`config.mk`:
```
export PLATFORM = sky130hd
export DESIGN_NAME = returnStack_flat
export DESIGN_NICKNAME = d
export VERILOG_FILES = /design/src/bpuPkg.sv /design/src/resolveIf.sv /design/src/returnStack.sv /design/src/flat_wrapper.sv
export VERILOG_INCLUDE_DIRS = /design/src
export SDC_FILE = /design/constraint.sdc
export NUM_CORES = 1
export LEC_CHECK = 0
export CORE_UTILIZATION = 30
export DETAILED_ROUTE_END_ITERATION = 10
export DONT_BUFFER_PORTS = 1
export GPL_TIMING_DRIVEN = 0
export SYNTH_ARGS = -nofsm -noshare
export SYNTH_HDL_FRONTEND = slang
export SYNTH_SLANG_ARGS = --single-unit
```
`constraint.sdc`:
```
create_clock -name clk -period 7.7 [get_ports clk]
set_clock_uncertainty 0.05 [all_clocks]
set_input_delay 1.155 -clock clk [delete_from_list [all_inputs] [get_ports clk]]
set_output_delay 1.155 -clock clk [all_outputs]
set_load 0.1 [all_outputs]
```
`src/bpu_macros.svh`:
```
// branch predictor sizing constants shared by the package and the RTL
`ifndef BPU_MACROS_SVH
`define BPU_MACROS_SVH

// index bits into the target table, entries = 2**index
`define BPU_INDEX_BITS 6

// return address stack entries, power of two so the pointer wraps
`define BPU_RAS_DEPTH 8

// fetch and target address width
`define BPU_ADDR_BITS 32

// index sits right above the two byte offset bits
`define BPU_INDEX_LSB 2
`define BPU_TAG_LSB (`BPU_INDEX_BITS + `BPU_INDEX_LSB)

`endif
```
`src/bpuPkg.sv`:
```
// branch predictor types for addresses, table entries, stack entries and records
`include "bpu_macros.svh"

package bpuPkg;

    typedef logic [`BPU_ADDR_BITS-1:0] addrT;
    typedef logic [`BPU_ADDR_BITS-`BPU_TAG_LSB-1:0] tagT;
    typedef logic [`BPU_INDEX_BITS-1:0] indexT;

    // 0,1 not taken and 2,3 taken
    typedef logic [1:0] countT;

    // none must stay zero so a cleared entry never predicts taken
    typedef enum logic [2:0] {
        brNone   = 3'd0,
        brBranch = 3'd1,
        brJump   = 3'd2,
        brCall   = 3'd3,
        brRet    = 3'd4
    } branchTypeE;

    typedef struct packed {
        tagT        tag;
        addrT       target;
        branchTypeE brType;
        countT      count;
    } tableEntryT;

    typedef struct packed {
        logic valid;
        addrT addr;
    } rasEntryT;

    typedef struct packed {
        logic       valid;
        logic       hit;
        branchTypeE brType;
        countT      count;
        logic       isTaken;
        addrT       target;
    } predRecordT;

endpackage

```
`src/resolveIf.sv`:
```
// execute stage branch resolution record, one record per valid strobe
`timescale 1ns/1ps

interface resolveIf;

    logic               valid;
    bpuPkg::addrT       pc;
    bpuPkg::addrT       target;
    bpuPkg::branchTypeE brType;
    logic               isTaken;
    // hit and count as they were predicted at fetch
    logic               hit;
    bpuPkg::countT      count;

    modport source (
        output valid, pc, target, brType, isTaken, hit, count
    );

    modport sink (
        input valid, pc, target, brType, isTaken, hit, count
    );

endinterface

```
`src/returnStack.sv`:
```
// circular return address stack pushed by calls and popped by returns
`timescale 1ns/1ps
`include "bpu_macros.svh"

module returnStack (
    input  logic             clk,
    input  logic             rstN,
    resolveIf.sink           res,
    output bpuPkg::rasEntryT topEntry
);

    localparam int PtrBits = $clog2(`BPU_RAS_DEPTH);

    bpuPkg::rasEntryT   stack [0:`BPU_RAS_DEPTH-1];
    logic [PtrBits-1:0] topPtr;
    logic [PtrBits-1:0] belowPtr;
    logic               push;
    logic               pop;
    bpuPkg::addrT       pushAddr;

    // pointer names the next free slot, wraps on overflow
    assign belowPtr = topPtr - 1'b1;

    assign push     = res.valid && (res.brType == bpuPkg::brCall);
    assign pop      = res.valid && (res.brType == bpuPkg::brRet);
    // return lands after the call and its delay slot
    assign pushAddr = res.pc + 32'd8;

    always_ff @(posedge clk) begin
        if (!rstN) begin
            topPtr <= '0;
            for (int i = 0; i < `BPU_RAS_DEPTH; i++) begin
                stack[i] <= '0;
            end
        end else if (push) begin
            stack[topPtr].valid <= 1'b1;
            stack[topPtr].addr  <= pushAddr;
            topPtr              <= topPtr + 1'b1;
        end else if (pop) begin
            topPtr <= belowPtr;
        end
    end

    // bypass so a capture in the push cycle already sees the new return
    always_comb begin
        if (push) begin
            topEntry.valid = 1'b1;
            topEntry.addr  = pushAddr;
        end else begin
            topEntry = stack[belowPtr];
        end
    end

endmodule

```
`src/flat_wrapper.sv`:
```
// flat-port wrapper written by rule: the top's interface ports become plain ports
module returnStack_flat 
  (clk, rstN, topEntry, res_valid, res_pc, res_target, res_brType, res_isTaken, res_hit, res_count);
  resolveIf res_i ();
  input  logic clk;
  input  logic rstN;
  output bpuPkg::rasEntryT topEntry;
  input wire logic [$bits(res_i.valid)-1:0] res_valid;
  input wire logic [$bits(res_i.pc)-1:0] res_pc;
  input wire logic [$bits(res_i.target)-1:0] res_target;
  input wire logic [$bits(res_i.brType)-1:0] res_brType;
  input wire logic [$bits(res_i.isTaken)-1:0] res_isTaken;
  input wire logic [$bits(res_i.hit)-1:0] res_hit;
  input wire logic [$bits(res_i.count)-1:0] res_count;
  assign res_i.valid = res_valid;
  assign res_i.pc = res_pc;
  assign res_i.target = res_target;
  assign res_i.brType = res_brType;
  assign res_i.isTaken = res_isTaken;
  assign res_i.hit = res_hit;
  assign res_i.count = res_count;
  returnStack u_core (.clk(clk), .rstN(rstN), .res(res_i), .topEntry(topEntry));
endmodule
```
==> metrics.csv <==
metric,value,unit
ctsHtreeMaxLevel,1,
synth_cells,884,
cp_slowest_cell,a21oi_2,
fin_crit,5310,ps
seq_area_frac_synth,0.635,
die_y,206,µm
synth_cell_types,42,
worstMarginPinSlew,1320,ps
synth_compound_area_frac,0.0159,
final_layout_size_suffix_gt1_frac,0.238,
cpPeakStageDelay,990,ps
synthAdderAreaFrac,0.00301,
core_area,40900,µm²
fillers,3948,
cpMostUsedCell,buf_6,
synth_common_cells,"nor2_1, edfxtp_1, nand2_1",
highest_layer,met4,
power_frac_seq,0.452,
tritoncts,done,
p_switching,0.996,mW
start_util,0.304,
syn2layout_area_growth,15.6,%
drtPass1Iterations,5,
start_kind,flip-flop,
outcome,finished clean,
synth_top_family_by_area,multiplexers,
rsz0062_at_grt,no,
clk_path_buf_depth,3,
cp.required,6490,ps
cts_hold_buffers,0,
die_area,42300,µm²
die_width,206,µm
antenna_found_initial,0,
clk_pin_slew_worst_paths,60,ps
max_slew_margin,0.123,
wl_per_cell,21.6,µm
synth_nets,961,
antenna_cells,0,
cts_root_buf,clkbuf_16,
crit_chain,"buf_6, buf_6, clkinv_1, ha_1, buf_2, clkbuf_1, mux4_2, mux2i_1, a21oi_2",
ctsResizeCount,0,
hp-class,flip-flop to flip-flop,
setup_viol_count_final,0,
yosys_warnings,0,
dr_wl_met2,16.4,mm
viasPerCell,5.00,
worstPathMaxFanout,10,
grt_overflow,0,
arrival,4100,ps
power_frac_comb,0.159,
yosys.area.top_type,edfxtp_1,
grt_pass1_vias,7477,
fmax,188,MHz
nets,998,
synth.area.top_cells,"edfxtp_1, nor2_1, mux4_2, mux4_1, mux2_2",
vias,7372,
track_usage,0.153,
cts_buffers,27,
p_int,2.65,mW
fin_crit_sh,0.689,
hold_slack,399,ps
p_per_area,253,nW/µm²
finalHoldViolations,0,
swShare,0.273,
path_class,flip-flop to primary output,
synthMostInstantiatedCell,nor2_1,
max-cap-violations,0,
timing.critical_path.buf_inv,5,
drc,0,
drt_iter0_markers,713,
io_pins,107,
ys_ff_latch,267,
endpoint_kind,primary output,
muxShareOfSynthArea,0.157,
clockPowerShare,0.389,
synth_top_area_frac,0.617,
leakage,5.27,nW
synthSimpleGateAreaFrac,0.131,
synth_area,12500,µm²
port_buffers,0,
grt_max_degree,23,
wl_met3,2.21,mm
cp_top_family,buffers and inverters,
routabilityCongestion,0.742,
async_reset_ff_frac,0,
slew_viol_final,0,
post-cts-setup-buffer-count,0,
synth_area_per_cell,14.1,µm²
clkLatencyLatePin,530,ps
cts_sinks,267,
wl_met1,12.6,mm
wl,31.8,mm
postRouteAntennaNets,0,
grt_pass1_wl,47.3,mm
totalNegativeSetupSlack,0,ps
synth-xor-area-share,0.0259,
synth_edf_count,256,
ir_drop,0.149,mV
dpl.hpwl,21.4,mm
synth_ff_type,edfxtp_1,
rows,74,
## final timing paths
path	cells after the start	to	startpoint	slack, ps
worst max-delay path	9	topEntry[2]	u_core.topPtr[0]	2390
worst min-delay path	2	u_core.stack[0][32]	u_core.stack[0][32]	400
worst max register to register	6	u_core.stack[7][16]	u_core.topPtr[1]	4880
worst min register to register	2	u_core.stack[0][32]	u_core.stack[0][32]	400
## power groups by stage
stage	Sequential [mW]	Clock, mW	Combinational [mW]
global placement	1.68	0	0.558
finish	1.65	1.42	0.580
detailed placement	1.68	0	0.589
floorplan	1.68	0	0.463
global route	1.65	1.49	0.608
CTS	1.65	1.43	0.590
## sequential cells by signal, indices dropped and copies added (netlist names)
signal         flops
u_core.stack     264
u_core.topPtr      3
## layout make-up
cell class / count / area (µm²) / area share
multi-input combinational: 553 / 4260 / 0.296
timing repair buffer: 8 / 190 / 0.0132
clock inverter: 16 / 236 / 0.0164
tap: 532 / 666 / 0.0462
buffer: 55 / 375 / 0.0261
clock buffer: 33 / 728 / 0.0506
inverter: 9 / 33.8 / 0.00235
sequential: 267 / 7910 / 0.549
## cells by family (layout without fill, tap and decap cells)
kind of cell / after synthesis / in the layout
adder cells (fa/ha/maj): 3 / 3
AO/OA/AOI/OAI: 35 / 35
flip-flops: 267 / 267
multiplexers: 100 / 100
AND/OR/NAND/NOR: 385 / 385
XOR/XNOR: 30 / 30
buffers and inverters: 64 / 121
## stage by stage
| stage | setup slack [ps] | power (mW) | utilization | std cells | area [µm²] |
|---|---|---|---|---|---|
| 5_1_grt | 2200 | 3.75 | 0.352 | 1473 | 14400 |
| 6_report | 2390 | 3.65 | 0.352 | 1473 | 14400 |
| 2_1_floorplan | 2410 | 2.14 | - | 884 | 12500 |
| 3_3_place_gp | 1170 | 2.24 | 0.321 | 1416 | 13100 |
| 3_5_place_dp | 2590 | 2.27 | 0.328 | 1424 | 13400 |
| 4_1_cts | 2320 | 3.67 | 0.352 | 1473 | 14400 |
## worst min-delay path: stages (launching register included)
cell	delay [ps]
dfxtp_1	310
nand2_1	50
nand2_1	40
## placed cells by master (no fill, tap or decap), drive strengths merged
master	netlist	layout
xnor2	8	8
mux2i	5	5
nand2	68	68
clkinv	1	8
dfxtp	11	11
nor3	3	3
and3	4	4
clkinvlp	0	2
inv	8	9
a21oi	4	4
clkbuf	20	53
edfxtp	256	256
mux4	66	66
nor4	1	1
nor2	271	271
nor4b	1	1
nor3b	1	1
nand3	15	15
mux2	29	29
o21ai	29	29
a22o	1	1
nand4	14	14
and4	3	3
buf	35	43
ha	3	3
and2	3	3
xor2	22	22
bufinv	0	6
a221oi	1	1
and3b	1	1
## metal layers
layer	vias up	global-route usage
met3	34	0.0285
met2	217	0.273
met5	-	0
li1	3324	-
met1	3797	0.187
met4	0	0.0429
No activity file was read; power rests on OpenSTA's default activity.
