===== src/bpu_macros.svh =====
// branch predictor sizing constants shared by the package and the RTL
`ifndef BPU_MACROS_SVH
`define BPU_MACROS_SVH

// index bits into the target table, entries = 2**index
`define BPU_INDEX_BITS 6

// return address stack entries, power of two so the pointer wraps
`define BPU_RAS_DEPTH 8

// fetch and target address width
`define BPU_ADDR_BITS 32

// index sits right above the two byte offset bits
`define BPU_INDEX_LSB 2
`define BPU_TAG_LSB (`BPU_INDEX_BITS + `BPU_INDEX_LSB)

`endif

===== src/bpuPkg.sv =====
// branch predictor types for addresses, table entries, stack entries and records
`include "bpu_macros.svh"

package bpuPkg;

    typedef logic [`BPU_ADDR_BITS-1:0] addrT;
    typedef logic [`BPU_ADDR_BITS-`BPU_TAG_LSB-1:0] tagT;
    typedef logic [`BPU_INDEX_BITS-1:0] indexT;

    // 0,1 not taken and 2,3 taken
    typedef logic [1:0] countT;

    // none must stay zero so a cleared entry never predicts taken
    typedef enum logic [2:0] {
        brNone   = 3'd0,
        brBranch = 3'd1,
        brJump   = 3'd2,
        brCall   = 3'd3,
        brRet    = 3'd4
    } branchTypeE;

    typedef struct packed {
        tagT        tag;
        addrT       target;
        branchTypeE brType;
        countT      count;
    } tableEntryT;

    typedef struct packed {
        logic valid;
        addrT addr;
    } rasEntryT;

    typedef struct packed {
        logic       valid;
        logic       hit;
        branchTypeE brType;
        countT      count;
        logic       isTaken;
        addrT       target;
    } predRecordT;

endpackage


===== src/predictStage.sv =====
// prediction register with hit check and next fetch target selection
`timescale 1ns/1ps
`include "bpu_macros.svh"

module predictStage (
    input  logic               clk,
    input  logic               rstN,
    input  logic               ifWr,
    input  logic               ifFlush,
    input  bpuPkg::addrT       preIfPc,
    input  bpuPkg::tableEntryT readEntry,
    input  bpuPkg::rasEntryT   rasTop,
    input  logic               idIsBranch,
    output bpuPkg::addrT       predTarget,
    output logic               predIsTaken,
    output bpuPkg::branchTypeE predType,
    output bpuPkg::countT      predCount,
    output logic               predHit,
    output logic               predValid
);

    logic               regValid;
    bpuPkg::tagT        regTag;
    bpuPkg::tagT        regPcTag;
    bpuPkg::addrT       regTarget;
    bpuPkg::addrT       regPcAdd8;
    bpuPkg::branchTypeE regType;
    bpuPkg::countT      regCount;
    bpuPkg::rasEntryT   regRas;
    logic               tagHit;
    bpuPkg::predRecordT rec;

    // flush has priority over a capture in the same cycle
    always_ff @(posedge clk) begin
        if (!rstN || ifFlush) begin
            regValid  <= 1'b0;
            regTag    <= '0;
            regPcTag  <= '0;
            regTarget <= '0;
            regPcAdd8 <= 32'd8;
            regType   <= bpuPkg::brNone;
            regCount  <= '0;
            regRas    <= '0;
        end else if (ifWr) begin
            regValid  <= 1'b1;
            regTag    <= readEntry.tag;
            regPcTag  <= preIfPc[`BPU_ADDR_BITS-1:`BPU_TAG_LSB];
            regTarget <= readEntry.target;
            regPcAdd8 <= preIfPc + 32'd8;
            regType   <= readEntry.brType;
            regCount  <= readEntry.count;
            regRas    <= rasTop;
        end
    end

    assign tagHit = (regTag == regPcTag);

    always_comb begin
        rec.valid  = regValid && !idIsBranch;
        rec.hit    = tagHit;
        rec.brType = tagHit ? regType : bpuPkg::brNone;
        rec.count  = regCount;
        if (!tagHit) begin
            rec.target  = regPcAdd8;
            rec.isTaken = 1'b0;
        end else begin
            case (regType)
                bpuPkg::brJump, bpuPkg::brCall: begin
                    rec.target  = regTarget;
                    rec.isTaken = 1'b1;
                end
                bpuPkg::brBranch: begin
                    // upper counter bit gives the direction
                    rec.target  = regCount[1] ? regTarget : regPcAdd8;
                    rec.isTaken = regCount[1];
                end
                bpuPkg::brRet: begin
                    // empty stack still redirects, just sequentially
                    rec.target  = regRas.valid ? regRas.addr : regPcAdd8;
                    rec.isTaken = 1'b1;
                end
                default: begin
                    rec.target  = regPcAdd8;
                    rec.isTaken = 1'b0;
                end
            endcase
        end
    end

    assign predValid   = rec.valid;
    assign predHit     = rec.hit;
    assign predType    = rec.brType;
    assign predCount   = rec.count;
    assign predIsTaken = rec.isTaken;
    assign predTarget  = rec.target;

endmodule


===== config.mk =====
export PLATFORM = sky130hd
export DESIGN_NAME = predictStage
export DESIGN_NICKNAME = d
export VERILOG_FILES = /design/src/bpuPkg.sv /design/src/predictStage.sv
export VERILOG_INCLUDE_DIRS = /design/src
export SDC_FILE = /design/constraint.sdc
export NUM_CORES = 1
export LEC_CHECK = 0
export ABC_AREA = 1
export BUFFER_PORTS_ARGS = -buffer_cell sky130_fd_sc_hd__clkbuf_2
export CORE_MARGIN = 8
export CORE_UTILIZATION = 35
export CTS_CLUSTER_DIAMETER = 30
export DETAILED_ROUTE_END_ITERATION = 8
export GPL_ROUTABILITY_DRIVEN = 0
export PLACE_DENSITY = 0.61
export SYNTH_ARGS = -nofsm -noshare
export SYNTH_HDL_FRONTEND = slang
export SYNTH_SLANG_ARGS = --single-unit

===== constraint.sdc =====
create_clock -name clk -period 1.8 [get_ports clk]
set_clock_uncertainty 0.05 [all_clocks]
set_input_delay 0.27 -clock clk [delete_from_list [all_inputs] [get_ports clk]]
set_output_delay 0.27 -clock clk [all_outputs]
set_load 0.005 [all_outputs]

==> results of run 1 <==
## final timing paths
path,from,endpoint
hold reg to reg,regRas[8],regRas[8]
setup reg to reg,predCount[1],predCount[1]
hold / removal,rasTop[21],regRas[21]
setup / recovery,regTag[20],predTarget[19]
## layout make-up
class                   instances  area, µm²  share of cell area (%)
inverters                     137        517                    4.72
clock buffers                  20        457                    4.17
clock inverters                12        118                    1.07
repair buffers                219       1510                    13.8
well taps                     324        405                    3.70
diodes                          2       5.00                  0.0457
multi-input cells            1056       4870                    44.5
flip-flops and latches        151       3070                    28.0
## worst max-delay path: cells and delay by family, from the launching register on
kind                   cells  cell delay [ps]
XOR/XNOR                   1              200
buffers and inverters      3              420
flip-flops                 1              340
AND/OR/NAND/NOR            6              580
## Yosys cell counts (2+ instances only)
cell	instances
nand3_1	56
xnor2_1	6
nand2_1	577
buf_2	30
nor2_4	5
inv_2	7
clkinv_1	4
nand3_2	2
nand2_2	2
nor2_2	7
buf_6	7
a21oi_1	151
dfxtp_1	151
o21ai_0	129
nand4_1	33
buf_4	5
buf_1	5
clkbuf_1	36
xor2_1	12
inv_1	126
nor2_1	68
## power groups by stage
stage / clock network [mW] / registers (mW) / logic [mW]
2_1_floorplan: 0 / 3.61 / 0.734
4_1_cts: 3.62 / 3.57 / 1.29
5_1_grt: 3.76 / 3.59 / 1.51
3_5_place_dp: 0 / 3.64 / 1.28
3_3_place_gp: 0 / 3.63 / 1.27
6_report: 3.56 / 3.58 / 1.37
## cells by family after synthesis
group	synth area share, %
AOI/OAI and AO/OA	16.5
buffers and inverters	10.8
xor gates and xnor gates	1.83
adders and majority gates	0.145
DFF	35.0
and+or+nand+nor	35.7
## through the flow
step	setup slack [ps]	cells	TNS, ps
after CTS	-405	1915	-13590
final	-496	1921	-16280
after floorplan	332	1427	0
after global placement	19.9	1883	0
after detailed placement	7.66	1883	0
after global routing	-617	1921	-21060
## sequential cells by signal, summed over array words and instances, names as in the netlist
signal     cells
regPcTag      24
regValid       1
regPcAdd8     32
regType        3
predCount      2
regTarget     32
regTag        24
regRas        33
## what timing repair did
item / CTS / global route
setup endpoints to repair: 37 / 37
cloned: 0 / 3
setup buffers: 0 / 1
hold buffers: 0 / 0
pin swaps: 0 / 24
gates resized for setup: 39 / 74
## metal layers
layer  share of wire (%)  up-vias  GRT usage (%)
met2                  45      356           31.1
li1                    -     4830              -
met5               0.029        -              0
met3                 7.6       42           5.27
met4                 2.3        2           6.04
met1                  45     4386           26.4
==> summary.txt, run 1 <==
Outcome
  • Status: finished, violations left
  • Failing checks: negative setup slack

Clock network
  • Root buffer cell: clkbuf_16
  • Clock latency on the worst-skew pair: roughly 420 ps
  • Reg clk slew, reported paths: roughly 70 ps
  • Clk buf depth: 2
  • Number of CTS-inserted buffers: 17
  • CTS tree: done
  • H-Tree Level Count: 4
  • Sink Count: between 150 and 200

Route
  • Vias: 9616
  • Iter 0 DRT Violations: roughly 860
  • Post-detailed-route wirelength per cell: approximately 16 µm
  • Final wirelength: about 31 mm
  • Antenna Nets Post-Route: 0
  • First-pass DRT Iterations: 7
  • Vias per cell: between 5 and 6
  • DRC Markers: 0

Die
  • Die height: between 150 and 200 µm
  • Initial Utilization: 35.6%
  • I/O pin count: 171
  • Row cnt: 57
  • Die X: 173 µm
  • Die ar.: ~30000 µm²
  • CORE AREA: 24200 µm²

Synthesis
  • Post-Syn Instances: roughly 1400
  • Post-synth top flop: dfxtp_1
  • Post-synth top area share: between 30% and 40%
  • Post-synth top area cell: dfxtp_1
  • Mapped cell area: between 8000 and 9000 µm²
  • Largest cells by area after synthesis: dfxtp_1 35%, nand2_1 25%, a21oi_1 8.7%, o21ai_0 7.5%, inv_1 5.5%
  • Distinct cells, synth: 29
  • Syn Nets: between 1500 and 2000
  • EDFF count, synth: 0
  • Synth async-reset ratio: 0%
  • Flops & latches, synth: 151
  • Post-synthesis sequential area ratio: 35.0%
  • Warnings, synthesis: 0
  • Syn Area/Cell: ~6.1 µm²

Timing
  • Final Cycle Share: 128%
  • Final setup fails: 37
  • Final worst slack: -496 ps
  • Slew Viols, Final: 0
  • Unrepaired setup endpoints after global routing: yes
  • Tmin final: between 2000 and 2500 ps
  • Hold_ws: ~18 ps
  • Max_slew headroom: about two thirds
  • Hold Fails Final Rpt: 0
  • Fmax: around 0.44 GHz
  • Worst Max-Slew Pin Slew: 494 ps

Layout
  • Design Area, Final: ~11000 µm²
  • Area growth from synthesis to layout: 26.8%
  • Layout fillers: ~2600
  • Commonest non-fill, non-tap cell in the layout: nand2_1
  • Share of layout cells above drive strength 1: a little under a quarter
  • Most frequent cells in the layout: 548 x nand2_1, 157 x clkbuf_2, 151 x a21oi_1, 129 x o21ai_0, 117 x dfxtp_1
  • Fin util: between 40% and 50%
  • Final nets: roughly 1700

Power
  • NetSw: 2.52 mW
  • Switching Fraction: about 30%
  • Logic pwr share: between 10% and 20%
  • Tot Pwr: between 8 and 9 mW
  • Clock share of power: 41.9%
  • Lkg Pwr: about 4.8 nW
  • Sequential share of power: a little over two fifths
  • PwrDens: between 700 and 800 nW/µm²
  • Peak VDD IR: 471 µV
  • Pint: 5.98 mW

Critical path
  • Critical path's largest stage delay: between 300 and 400 ps
  • CP Data Arrival Time: a little under 2000 ps
  • Worst path slowest cell: dfxtp_2
  • FF-to-FF path depth: 3
  • Crit path kind: reg2out
  • CP max FO: 8
  • Worst path cell trace: xnor2_1 > nand2_1 > nor2_1 > nand2_2 > nor2_4 > buf_12 > buf_12 > nand3_2 > nand2_1 > buf_2
  • Critical path endpoint category: output port
  • CP startpoint kind: flop
  • Worst EP required: approximately 1500 ps
  • Worst R2R Setup Slack: about 840 ps

Place
  • DPL Wire Length: ~22 mm
  • Port bufs: 170
  • Area after DPL: roughly 10000 µm²

Flow run
  • Max Cap Viol: 0

Min path
  • Min-Delay Path Class: in2reg
  • Hold Path Stages: 3

GRT
  • First-pass GRT wire length: 48.2 mm
  • Vias in the first global route: between 8000 and 9000
  • Total global routing overflow: 0
  • Global Route Usage Sum: around a fifth
  • Antenna violations before repair: 3
  • Pin count of the biggest net entering global routing: 67
No activity file was read; power rests on OpenSTA's default activity.
==> run 2: changes to the inputs <==
--- a/config.mk
+++ b/config.mk
@@ -6,14 +6,13 @@
 export SDC_FILE = /design/constraint.sdc
 export NUM_CORES = 1
 export LEC_CHECK = 0
-export ABC_AREA = 1
 export BUFFER_PORTS_ARGS = -buffer_cell sky130_fd_sc_hd__clkbuf_2
 export CORE_MARGIN = 8
-export CORE_UTILIZATION = 35
+export CORE_UTILIZATION = 45
 export CTS_CLUSTER_DIAMETER = 30
 export DETAILED_ROUTE_END_ITERATION = 8
 export GPL_ROUTABILITY_DRIVEN = 0
-export PLACE_DENSITY = 0.61
+export PLACE_DENSITY = 0.69
 export SYNTH_ARGS = -nofsm -noshare
 export SYNTH_HDL_FRONTEND = slang
 export SYNTH_SLANG_ARGS = --single-unit
==> summary.txt, run 2 <==
Route
  • Vias: 5850 (-39%)
  • Post-detailed-route wirelength per cell: 16.8 µm (+2.6%)
  • DRC Markers: 0 (unchanged)
  • Iter 0 DRT Violations: 477 (-45%)
  • Final wirelength: 18.8 mm (-40%)
  • Vias per cell: 5.23 (+4.4%)
  • Antenna Nets Post-Route: 0 (unchanged)
  • First-pass DRT Iterations: 7 (unchanged)

Timing
  • Tmin final: 2620 ps (+322 ps)
  • Hold_ws: 27.4 ps (+9.57 ps)
  • Final worst slack: -818 ps (-322 ps)
  • Final Cycle Share: 145% (+18 points)
  • Worst Max-Slew Pin Slew: 477 ps (-17.4 ps)
  • Max_slew headroom: 68.0% (+0.92 points)
  • Unrepaired setup endpoints after global routing: yes
  • Slew Viols, Final: 0 (unchanged)
  • Setup TNS: -28150 ps (-11870 ps)
  • Fmax: 0.382 GHz (-12%)
  • Final setup fails: 37 (unchanged)
  • Hold Fails Final Rpt: 0 (unchanged)

Synthesis
  • Post-synth top flop: dfxtp_1
  • Synth async-reset ratio: 0% (unchanged)
  • Distinct cells, synth: 34 (+17%)
  • Largest cells by area after synthesis: dfxtp_1 44%, mux2i_1 22%, nor2_1 7.7%, xor2_1 5.3%, a222oi_1 4.6%
  • Mapped cell area: 6920 µm² (-20%)
  • Post-synth top cells: 154 x mux2i_1, 151 x dfxtp_1, 142 x nor2_1
  • Post-synth top area share: 43.7% (+8.7 points)
  • Most frequent cell after synthesis: mux2i_1
  • Post-synth top area cell: dfxtp_1
  • Flops & latches, synth: 151 (unchanged)
  • Post-Syn Instances: 729 (-49%)
  • Syn Area/Cell: 9.49 µm² (+57%)
  • EDFF count, synth: 0 (unchanged)
  • Post-synthesis sequential area ratio: 43.7% (+8.7 points)
  • Syn Nets: 861 (-45%)
  • Warnings, synthesis: 0 (unchanged)

Critical path
  • CP max FO: 7 (-1)
  • FF-to-FF path depth: 3 (unchanged)
  • Critical path's largest stage delay: 320 ps (-20 ps)
  • Worst path cell trace: xor2_1 > nor4_1 > o2111ai_1 > nor3_4 > buf_12 > buf_12 > mux2i_1 > clkbuf_2
  • Critical path endpoint category: output port
  • CP Data Arrival Time: 2300 ps (+320 ps)
  • CP dominant cell by count: buf_12
  • Crit path kind: reg2out
  • CP startpoint kind: flop
  • WP depth: 8 (-2)
  • CP Buf/Inv Count: 3 (unchanged)
  • Worst path slowest cell: dfxtp_2
  • Family with the most delay on the worst path: simple AND/OR/NAND/NOR gates
  • Worst EP required: 1480 ps (about the same)

Outcome
  • Status: finished, violations left
  • Failing checks: negative setup slack

Flow run
  • Max Cap Viol: 0 (unchanged)

GRT
  • Total global routing overflow: 0 (unchanged)
  • Global Route Usage Sum: 19.2% (-0.70 points)
  • Antenna violations before repair: 1 (-2)
  • Vias in the first global route: 5801 (-35%)
  • First-pass GRT wire length: 30.0 mm (-38%)
  • Pin count of the biggest net entering global routing: 50 (-25%)

Layout
  • Most frequent cells in the layout: 153 x mux2i_1, 150 x dfxtp_1, 141 x clkbuf_2, 140 x nor2_1, 42 x xor2_1
  • Biggest regs: regRas x33, regPcAdd8 x32, regTarget x32
  • Layout fillers: 1329 (-48%)
  • Max FFs per register: 33 (unchanged)
  • Share of layout cells above drive strength 1: 28.1% (+4.8 points)
  • Commonest non-fill, non-tap cell in the layout: mux2i_1
  • Final nets: 1050 (-39%)
  • Area growth from synthesis to layout: 29.3%
  • Number of diodes: 0 (-2)
  • Finished Layout Cells: 1119 (-42%)
  • Largest Register: regRas

Clock network
  • CTS tree: done
  • Root buffer cell: clkbuf_16
  • Reg clk slew, reported paths: 60 ps (about the same)
  • Sink Count: 151 (unchanged)
  • Hold_buf cts: 0 (unchanged)
  • H-Tree Level Count: 4 (unchanged)
  • Clk buf depth: 2 (unchanged)
  • Number of CTS-inserted buffers: 17 (unchanged)
  • Clock latency on the worst-skew pair: 420 ps (about the same)

Place
  • DPL Wire Length: 14.1 mm (-37%)
  • Placed insts: 1083 (-42%)
  • Port bufs: 170 (unchanged)

Power
  • PwrDens: 879 nW/µm² (+13%)
  • Tot Pwr: 7.87 mW (-7.4%)
  • Peak VDD IR: 615 µV (+30%)
  • Lkg Pwr: 4.11 nW (-15%)

Min path
  • Min-Delay Path Class: in2reg
  • Hold Path Stages: 3 (unchanged)

Die
  • Initial Utilization: 45.7% (+10 points)
  • I/O pin count: 171 (unchanged)
  • Die ar.: 19600 µm² (-35%)
  • Row cnt: 45 (-21%)
  • Die height: 140 µm (-19%)
  • CORE AREA: 15100 µm² (-38%)
  • Die X: 140 µm (-19%)
==> run 2: final cells by class <==
type                       count  area, µm²  share of cell area, %
multi-input combinational    492       3560                   39.7
sequential                   151       3020                   33.8
timing repair buffer         221       1420                   15.9
clock buffer                  23        488                   5.45
tap                          188        235                   2.63
inverter                      35        131                   1.47
clock inverter                 9       92.6                   1.03
==> run 2: routing by layer <==
| metal | GRT usage [%] | part of all wire (%) | vias up |
|---|---|---|---|
| met5 | 0 | 0.069 | - |
| met4 | 6.46 | 1.6 | 2 |
| met3 | 6.35 | 7.1 | 27 |
| met2 | 31.6 | 47 | 171 |
| met1 | 23.1 | 44 | 2706 |
| li1 | - | - | 2944 |
==> run 2: power by group <==
group / total, mW / internal, mW / switching, mW / leakage (nW)
clock network: 3.43 / 2.06 / 1.37 / 0.276
registers: 3.54 / 3.46 / 0.0788 / 1.23
logic: 0.902 / 0.441 / 0.462 / 2.60
==> run 2: kinds of logic (layout without fill, tap and decap cells) <==
logic type,count (synthesis),in the layout,synth area share [%]
AOI/OAI and AO/OA,84,84,8.80
xor gates and xnor gates,49,49,6.20
adders and majority gates,1,1,0.181
buffers and inverters,86,288,5.35
DFF,151,151,43.7
muxes,154,154,22.3
and+or+nand+nor,204,204,13.5
==> run 2: worst reg2reg max path, stage by stage (launching register included) <==
cell     delay [ps]
dfxtp_1         320
inv_1            70
or3_1           340
o21ai_1          70
==> run 2: final timing paths <==
kind	start	end	slack, ps
worst min register to register	regValid	regValid	430
worst min-delay path	readEntry[37]	regTag[0]	30
worst max-delay path	regTag[11]	predTarget[30]	-820
worst max register to register	regPcAdd8[31]	regPcAdd8[31]	880
==> run 2: timing repair <==
| item | in CTS | in global routing |
|---|---|---|
| resized for setup | 4 | 29 |
| gates cloned | 1 | 2 |
| endpoints found under the setup margin | 37 | 37 |
| pin swaps | 1 | 0 |
| setup buffers | 1 | 0 |
==> run 2: metrics by stage <==
step	setup WS, ps	utilization (%)	instance area (µm²)
floorplan	-151	-	6920
global placement	-420	54.5	8260
detailed placement	-476	54.5	8260
CTS	-868	58.7	8900
global route	-939	59.1	8950
finish	-818	59.1	8950
